**config.mk**
```make
export PLATFORM = sky130hd
export DESIGN_NAME = clint_top
export DESIGN_NICKNAME = d
export VERILOG_FILES = /design/src/verilog/clint_pkg.sv /design/src/verilog/clint_bus_decode.sv /design/src/verilog/clint_regs.sv /design/src/verilog/clint_timer_irq.sv /design/src/verilog/clint_top.sv
export SDC_FILE = /design/constraint.sdc
export NUM_CORES = 1
export LEC_CHECK = 0
export ABC_AREA = 0
export BUFFER_PORTS_ARGS = -buffer_cell sky130_fd_sc_hd__buf_2
export CAP_MARGIN = 15
export CORE_MARGIN = 2
export CORE_UTILIZATION = 65
export CTS_CLUSTER_SIZE = 10
export DETAILED_ROUTE_END_ITERATION = 7
export MAX_ROUTING_LAYER = met4
export PLACE_DENSITY = 0.94
export SYNTH_ARGS = -nofsm -noshare
export SYNTH_HDL_FRONTEND = slang
export SYNTH_SLANG_ARGS = --single-unit
```
**constraint.sdc**
```tcl
create_clock -name clk -period 4.5 [get_ports clk]
set_clock_uncertainty 0.2 [all_clocks]
set_input_delay 0.9 -clock clk [delete_from_list [all_inputs] [get_ports clk]]
set_output_delay 0.9 -clock clk [all_outputs]
set_load 0.02 [all_outputs]
```
**src/verilog/clint_pkg.sv**
```systemverilog
// Hart count, bus widths, register map offsets and the operation and slave state enums for the CLINT
package clint_pkg;

    // Number of harts served by this CLINT
    localparam int CLINT_HARTS = 4;

    // Wishbone classic port geometry
    localparam int WB_ADDR_BITS = 16;
    localparam int WB_DATA_BITS = 32;
    localparam int WB_SEL_BITS  = 4;

    // Width of a hart index on the internal register port
    localparam int HART_IDX_BITS = 2;

    // Register map, byte offsets within the CLINT window
    localparam logic [WB_ADDR_BITS-1:0] MSIP_BASE     = 16'h0000;
    localparam logic [WB_ADDR_BITS-1:0] MTIMECMP_BASE = 16'h4000;
    localparam logic [WB_ADDR_BITS-1:0] MTIME_LO_ADDR = 16'hBFF8;
    localparam logic [WB_ADDR_BITS-1:0] MTIME_HI_ADDR = 16'hBFFC;

    // Register operation produced by the address decoder
    typedef enum logic [2:0] {
        OP_NONE        = 3'd0,
        OP_MSIP        = 3'd1,
        OP_MTIMECMP_LO = 3'd2,
        OP_MTIMECMP_HI = 3'd3,
        OP_MTIME_LO    = 3'd4,
        OP_MTIME_HI    = 3'd5
    } clint_op_e;

    // Wishbone slave states
    typedef enum logic {
        WB_IDLE = 1'b0,
        WB_ACK  = 1'b1
    } wb_state_e;

endpackage

```
**src/verilog/clint_bus_decode.sv**
```systemverilog
// Wishbone classic slave with CLINT address decode, ack generation and the read data register
`timescale 1ns/1ns

module clint_bus_decode (
    input  logic                                 clk,
    input  logic                                 nrst,
    input  logic                                 i_wb_cyc,
    input  logic                                 i_wb_stb,
    input  logic                                 i_wb_we,
    input  logic [clint_pkg::WB_ADDR_BITS-1:0]   i_wb_adr,
    input  logic [clint_pkg::WB_DATA_BITS-1:0]   i_wb_dat,
    input  logic [clint_pkg::WB_SEL_BITS-1:0]    i_wb_sel,
    input  logic [clint_pkg::WB_DATA_BITS-1:0]   i_rdata,
    output logic                                 o_wb_ack,
    output logic [clint_pkg::WB_DATA_BITS-1:0]   o_wb_dat,
    output logic                                 o_valid,
    output clint_pkg::clint_op_e                 o_op,
    output logic [clint_pkg::HART_IDX_BITS-1:0]  o_hart,
    output logic                                 o_write,
    output logic [clint_pkg::WB_DATA_BITS-1:0]   o_wdata,
    output logic [clint_pkg::WB_SEL_BITS-1:0]    o_sel
);
    import clint_pkg::*;

    wb_state_e               state;
    wb_state_e               state_nxt;
    logic                    accept;
    logic [WB_ADDR_BITS-1:0] word_adr;
    logic [WB_ADDR_BITS-1:0] msip_off;
    logic [WB_ADDR_BITS-1:0] cmp_off;

    // A new cycle is only taken while idle, so stb during the ack cycle is ignored
    assign accept = (state == WB_IDLE) && i_wb_cyc && i_wb_stb;

    always_comb begin
        state_nxt = state;
        case (state)
            WB_IDLE: begin
                if (accept) begin
                    state_nxt = WB_ACK;
                end
            end
            WB_ACK: begin
                state_nxt = WB_IDLE;
            end
            default: begin
                state_nxt = WB_IDLE;
            end
        endcase
    end

    always_ff @(posedge clk or negedge nrst) begin
        if (!nrst) begin
            state <= WB_IDLE;
        end else begin
            state <= state_nxt;
        end
    end

    // Ack is high for exactly the cycle after acceptance
    assign o_wb_ack = (state == WB_ACK);

    // Read data is sampled at the accepting edge, same edge as the write
    always_ff @(posedge clk) begin
        if (accept) begin
            o_wb_dat <= i_rdata;
        end
    end

    // Byte offset bits are dropped, every register is word aligned
    assign word_adr = {i_wb_adr[WB_ADDR_BITS-1:2], 2'b00};

    // Offsets wrap below their base, which keeps those addresses out of range
    assign msip_off = word_adr - MSIP_BASE;
    assign cmp_off  = word_adr - MTIMECMP_BASE;

    always_comb begin
        o_op   = OP_NONE;
        o_hart = '0;
        if (word_adr == MTIME_LO_ADDR) begin
            o_op = OP_MTIME_LO;
        end else if (word_adr == MTIME_HI_ADDR) begin
            o_op = OP_MTIME_HI;
        end else if (cmp_off < WB_ADDR_BITS'(8 * CLINT_HARTS)) begin
            // Each hart owns eight bytes, low word first
            o_hart = cmp_off[HART_IDX_BITS+2:3];
            if (cmp_off[2]) begin
                o_op = OP_MTIMECMP_HI;
            end else begin
                o_op = OP_MTIMECMP_LO;
            end
        end else if (msip_off < WB_ADDR_BITS'(4 * CLINT_HARTS)) begin
            o_op   = OP_MSIP;
            o_hart = msip_off[HART_IDX_BITS+1:2];
        end
    end

    // Register port strobe and write payload
    assign o_valid = accept;
    assign o_write = i_wb_we;
    assign o_wdata = i_wb_dat;
    assign o_sel   = i_wb_sel;

endmodule

```
**src/verilog/clint_regs.sv**
```systemverilog
// CLINT register file with msip bits, per-hart mtimecmp, the mtime counter and the read multiplexer
`timescale 1ns/1ns

module clint_regs (
    input  logic                                    clk,
    input  logic                                    nrst,
    input  logic                                    i_valid,
    input  clint_pkg::clint_op_e                    i_op,
    input  logic [clint_pkg::HART_IDX_BITS-1:0]     i_hart,
    input  logic                                    i_write,
    input  logic [clint_pkg::WB_DATA_BITS-1:0]      i_wdata,
    input  logic [clint_pkg::WB_SEL_BITS-1:0]       i_sel,
    output logic [clint_pkg::WB_DATA_BITS-1:0]      o_rdata,
    output logic [63:0]                             o_mtime,
    output logic [clint_pkg::CLINT_HARTS*64-1:0]    o_mtimecmp,
    output logic [clint_pkg::CLINT_HARTS-1:0]       o_msip
);
    import clint_pkg::*;

    logic [CLINT_HARTS-1:0] msip;
    logic [63:0]            mtimecmp [CLINT_HARTS];
    logic [63:0]            mtime;
    logic                   wr_en;

    assign wr_en = i_valid && i_write;

    // Free-running machine timer, read only from the bus
    always_ff @(posedge clk or negedge nrst) begin
        if (!nrst) begin
            mtime <= '0;
        end else begin
            mtime <= mtime + 64'd1;
        end
    end

    // Software interrupt bits, only byte lane 0 carries the bit
    always_ff @(posedge clk or negedge nrst) begin
        if (!nrst) begin
            msip <= '0;
        end else if (wr_en && (i_op == OP_MSIP) && i_sel[0]) begin
            msip[i_hart] <= i_wdata[0];
        end
    end

    // Compare registers are written a byte lane at a time within the addressed half
    always_ff @(posedge clk or negedge nrst) begin
        if (!nrst) begin
            for (int h = 0; h < CLINT_HARTS; h++) begin
                mtimecmp[h] <= '0;
            end
        end else if (wr_en) begin
            case (i_op)
                OP_MTIMECMP_LO: begin
                    for (int b = 0; b < WB_SEL_BITS; b++) begin
                        if (i_sel[b]) begin
                            mtimecmp[i_hart][8*b +: 8] <= i_wdata[8*b +: 8];
                        end
                    end
                end
                OP_MTIMECMP_HI: begin
                    for (int b = 0; b < WB_SEL_BITS; b++) begin
                        if (i_sel[b]) begin
                            mtimecmp[i_hart][32 + 8*b +: 8] <= i_wdata[8*b +: 8];
                        end
                    end
                end
                default: begin
                    // mtime and unmapped writes are dropped
                end
            endcase
        end
    end

    // Read data for the current operation, consumed by the decoder at acceptance
    always_comb begin
        o_rdata = '0;
        case (i_op)
            OP_MSIP: begin
                o_rdata[0] = msip[i_hart];
            end
            OP_MTIMECMP_LO: begin
                o_rdata = mtimecmp[i_hart][31:0];
            end
            OP_MTIMECMP_HI: begin
                o_rdata = mtimecmp[i_hart][63:32];
            end
            OP_MTIME_LO: begin
                o_rdata = mtime[31:0];
            end
            OP_MTIME_HI: begin
                o_rdata = mtime[63:32];
            end
            default: begin
                o_rdata = '0;
            end
        endcase
    end

    // Flatten the compare array for the interrupt block, hart 0 in the low bits
    always_comb begin
        for (int h = 0; h < CLINT_HARTS; h++) begin
            o_mtimecmp[64*h +: 64] = mtimecmp[h];
        end
    end

    assign o_mtime = mtime;
    assign o_msip  = msip;

endmodule

```
**src/verilog/clint_timer_irq.sv**
```systemverilog
// Per-hart timer interrupt generation comparing mtime against each mtimecmp
`timescale 1ns/1ns

module clint_timer_irq (
    input  logic                                  clk,
    input  logic                                  nrst,
    input  logic [63:0]                           i_mtime,
    input  logic [clint_pkg::CLINT_HARTS*64-1:0]  i_mtimecmp,
    output logic [clint_pkg::CLINT_HARTS-1:0]     o_mtip
);
    import clint_pkg::*;

    logic [CLINT_HARTS-1:0] hit;

    // Unsigned compare, pending while the timer is at or past the compare value
    always_comb begin
        for (int h = 0; h < CLINT_HARTS; h++) begin
            hit[h] = (i_mtime >= i_mtimecmp[64*h +: 64]);
        end
    end

    // One cycle of latency from the compare to the hart
    always_ff @(posedge clk or negedge nrst) begin
        if (!nrst) begin
            o_mtip <= '0;
        end else begin
            o_mtip <= hit;
        end
    end

endmodule

```
**src/verilog/clint_top.sv**
```systemverilog
// CLINT top level joining the Wishbone decoder, the register file and the timer interrupt logic
`timescale 1ns/1ns

module clint_top (
    input  logic                                 clk,
    input  logic                                 nrst,
    input  logic                                 i_wb_cyc,
    input  logic                                 i_wb_stb,
    input  logic                                 i_wb_we,
    input  logic [clint_pkg::WB_ADDR_BITS-1:0]   i_wb_adr,
    input  logic [clint_pkg::WB_DATA_BITS-1:0]   i_wb_dat,
    input  logic [clint_pkg::WB_SEL_BITS-1:0]    i_wb_sel,
    output logic                                 o_wb_ack,
    output logic [clint_pkg::WB_DATA_BITS-1:0]   o_wb_dat,
    output logic [63:0]                          o_mtime,
    output logic [clint_pkg::CLINT_HARTS-1:0]    o_msip,
    output logic [clint_pkg::CLINT_HARTS-1:0]    o_mtip
);
    import clint_pkg::*;

    // Register port between decoder and register file
    logic                      reg_valid;
    clint_op_e                 reg_op;
    logic [HART_IDX_BITS-1:0]  reg_hart;
    logic                      reg_write;
    logic [WB_DATA_BITS-1:0]   reg_wdata;
    logic [WB_SEL_BITS-1:0]    reg_sel;
    logic [WB_DATA_BITS-1:0]   reg_rdata;

    // Timer state towards the interrupt block
    logic [CLINT_HARTS*64-1:0] mtimecmp_flat;

    clint_bus_decode u_decode (
        .clk      (clk),
        .nrst     (nrst),
        .i_wb_cyc (i_wb_cyc),
        .i_wb_stb (i_wb_stb),
        .i_wb_we  (i_wb_we),
        .i_wb_adr (i_wb_adr),
        .i_wb_dat (i_wb_dat),
        .i_wb_sel (i_wb_sel),
        .i_rdata  (reg_rdata),
        .o_wb_ack (o_wb_ack),
        .o_wb_dat (o_wb_dat),
        .o_valid  (reg_valid),
        .o_op     (reg_op),
        .o_hart   (reg_hart),
        .o_write  (reg_write),
        .o_wdata  (reg_wdata),
        .o_sel    (reg_sel)
    );

    clint_regs u_regs (
        .clk        (clk),
        .nrst       (nrst),
        .i_valid    (reg_valid),
        .i_op       (reg_op),
        .i_hart     (reg_hart),
        .i_write    (reg_write),
        .i_wdata    (reg_wdata),
        .i_sel      (reg_sel),
        .o_rdata    (reg_rdata),
        .o_mtime    (o_mtime),
        .o_mtimecmp (mtimecmp_flat),
        .o_msip     (o_msip)
    );

    clint_timer_irq u_timer_irq (
        .clk        (clk),
        .nrst       (nrst),
        .i_mtime    (o_mtime),
        .i_mtimecmp (mtimecmp_flat),
        .o_mtip     (o_mtip)
    );

endmodule

```
==> impl_metrics.yaml <==
clock_tree:
  cts_tree: "yes"
  path_clk_slew_ns: 0.06
  postCtsHoldBufs: 0
  cts-root-buf: "clkbuf_16"
  clock_latency_ns: 0.56
  post_cts_resized: 0
  htreeDepth: 2
  cts.path.max_buffers: 3
  numCtsBuffers: 42
  postCtsSetupBuffers: 0
  cts.sinks: 361
pwr:
  vdd_drop_max_v: 0.000243
  net-switching-power_mw: 1.51
  leakagePower_nw: 12.4
  power_frac_seq: 0.493
  p_comb_frac: 0.032
  power_density_nw_per_um2: 262
  swShare: 0.226
  p_int_mw: 5.18
  pwr-share-clk: 0.475
synthesis:
  ys_seq_area_frac: 0.402
  syn-cell-area_um2: 22800
  yosysWarnings: 0
  yosysMostFrequentCell: "dfrtp_1"
  ys.flop_type: "dfrtp_1"
  ys_ff_latch: 361
  synth_nets: 2478
  synth-async-reset-ratio: 0.911
  ys_types: 61
  yosys-top-cells-count: "dfrtp_1 (329), inv_1 (265), ha_1 (257)"
  synth.top_cell.area_share: 0.360
  synth_edf_count: 32
  syn_area_per_cell_um2: 10.6
  synth_cells: 2164
  yosysTopAreaCell: "dfrtp_1"
  synth_area_leaders: "dfrtp_1 (36%), ha_1 (14%), mux2_2 (12%)"
detailed_routing:
  route.detailed.drc: 0
  viasPerCell: 6.80
  routedWlPerCell_um: 25.4
  wl_um: 71900
  vias: 19200
  dr.pass1.iters: 6
  ant_nets: 0
  drt_iter0_drc: 1877
global_routing:
  overflow: 0
  antenna_found_initial: 3
  track_usage: 0.410
  grt_max_degree: 103
  grt_pass1_vias: 19600
  grt_pass1_wl_um: 110000
critical_path:
  reg2reg_from: "u_regs.o_mtime[2]$_DFF_PN0_"
  crit_type: "input port to register"
  r2r-end: "u_regs.o_mtime[47]$_DFF_PN0_"
  crit_required_ns: 4.73
  cp-start-kind: "input port"
  reg2reg_setup_slack_ns: 0.92
  reg2reg_depth: 6
  endpoint_kind: "register"
  cp.arrival_ns: 3.99
  crit_fanout: 12
  crit_start: "i_wb_adr[2]"
timing:
  slew_headroom: 0.289
  worst_slack_ns: 0.740
  clock.fmax_mhz: 266
  rsz0062_at_grt: "no"
  setup_viol: 0
  worst_slew_pin_slew_ns: 1.06
  period_needed_ns: 3.76
  tns_ns: 0
  finalCritPeriodShare: 0.835
  final_max_slew_viol_count: 0
  finalHoldViolCount: 0
placed_design:
  post-place-ws_ns: 0.329
  dp_hpwl_um: 52400
  io_buffers: 159
  gp_congestion: 0.984
die:
  rows: 68
  dieHeight_um: 191
  die_x_um: 191
  die-area_um2: 36700
  num_io_pins: 162
  initial_utilization: 0.661
  core_um2: 34500
run:
  drv_cap: 0
layout:
  area_delta_synth_final_pct: 11.9
  drive_gt1_frac: 0.232
  layout.nets: 2659
  nFillCells: 2278
run_status:
  run_status: "finished clean"
hold_path:
  hold_class: "input port to asynchronous set/reset pin"
-- worst max-delay path, cell delays in order --
cell	delay, ns
buf_2	0.37
nor3b_1	0.75
o21a_1	0.29
nand2_1	0.10
buf_4	0.22
nor3_2	0.63
nand2_2	0.32
mux2_1	0.39
-- per-stage QoR --
step | utilization | hold WS, ns | power [mW] | cells | area, um2
2_1_floorplan | - | 0.264 | 3.41 | 2164 | 22800
3_3_place_gp | 0.704 | 0.273 | 3.56 | 2756 | 24300
3_5_place_dp | 0.704 | 0.294 | 3.57 | 2756 | 24300
4_1_cts | 0.740 | 0.0714 | 6.69 | 2824 | 25600
5_1_grt | 0.740 | 0.0911 | 6.86 | 2827 | 25600
6_report | 0.740 | 0.0603 | 6.69 | 2828 | 25600
-- worst max path at each step --
stage | slack (ns) | depth (start not counted) | to
floorplan | 0.76 | 8 | u_decode.o_wb_dat[10]$_SDFFCE_PN0P_
global route | 0.60 | 8 | u_regs.o_mtimecmp[107]$_DFFE_PN0P_
global placement | 0.46 | 8 | u_regs.o_mtimecmp[106]$_DFFE_PN0P_
CTS | 0.87 | 8 | u_regs.o_mtimecmp[107]$_DFFE_PN0P_
detailed placement | 0.33 | 8 | u_regs.o_mtimecmp[106]$_DFFE_PN0P_
finish | 0.74 | 8 | u_regs.o_mtimecmp[107]$_DFFE_PN0P_
-- layout by cell type (no fill, tap or decap), drive strengths merged, types with 5 or more instances in the layout --
cell type and instances:
dfrtp 329, a211oi 12, xor2 18, nor3 53, nor2 81, a211o 30
and3 14, mux2i 34, a21oi 145, o21a 11, o211ai 12, nor4 19
a21o 20, o22ai 30, buf 196, and4 9, mux4 31, inv 265
mux2 260, nand2 162, or2 5, ha 257, clkbuf 68, nand4 60
a221oi 5, or3 5, or4 5, and2 5, nand3 39, edfxtp 32
xnor2 44, nor2b 8, nand2b 10, o21ai 62
-- area by class of cell --
type                       instances  area (um2)  share of cell area
antenna                            4        10.0            0.000392
clock buffer                      68        1220              0.0478
inverter                         265         995              0.0389
multi-input combinational       1479       12400               0.487
sequential                       361        9190               0.360
tap                              455         569              0.0223
timing repair buffer             196        1130              0.0443
-- power groups by stage --
stage                     combinational [mW]  clock (mW)  sequential, mW
after global placement                 0.201           0            3.36
after CTS                              0.211        3.18            3.30
final                                  0.214        3.18            3.30
after floorplan                       0.0414           0            3.37
after global routing                   0.230        3.33            3.30
after detailed placement               0.210           0            3.36
-- flip-flops by register name, indices dropped and copies added, names as in the netlist --
| register | cells |
|---|---|
| u_decode.o_wb_dat | 32 |
| u_timer_irq.o_mtip | 4 |
| u_decode.o_wb_ack | 1 |
| u_regs.o_msip | 4 |
| u_regs.o_mtimecmp | 256 |
| u_regs.o_mtime | 64 |
-- logic make-up after synthesis --
kind of cell	Yosys count	synth area share
AO/OA/AOI/OAI	354	0.0952
XOR/XNOR	62	0.0238
adder cells (fa/ha/maj)	257	0.141
buffers and inverters	324	0.0543
flip-flops	361	0.402
multiplexers	325	0.174
AND/OR/NAND/NOR	481	0.110
-- routing by layer --
layer  up-vias  GRT usage  part of all wire  routed length [um]
li1       8164          -                 -                   -
met1      9392      0.504              0.36               26100
met2      1288      0.620              0.45               32600
met3       397     0.0912              0.11                7950
met4         0      0.248             0.073                5260
met5         -          -                 0                   0
Note: power is estimated with default switching activity, not from simulation.
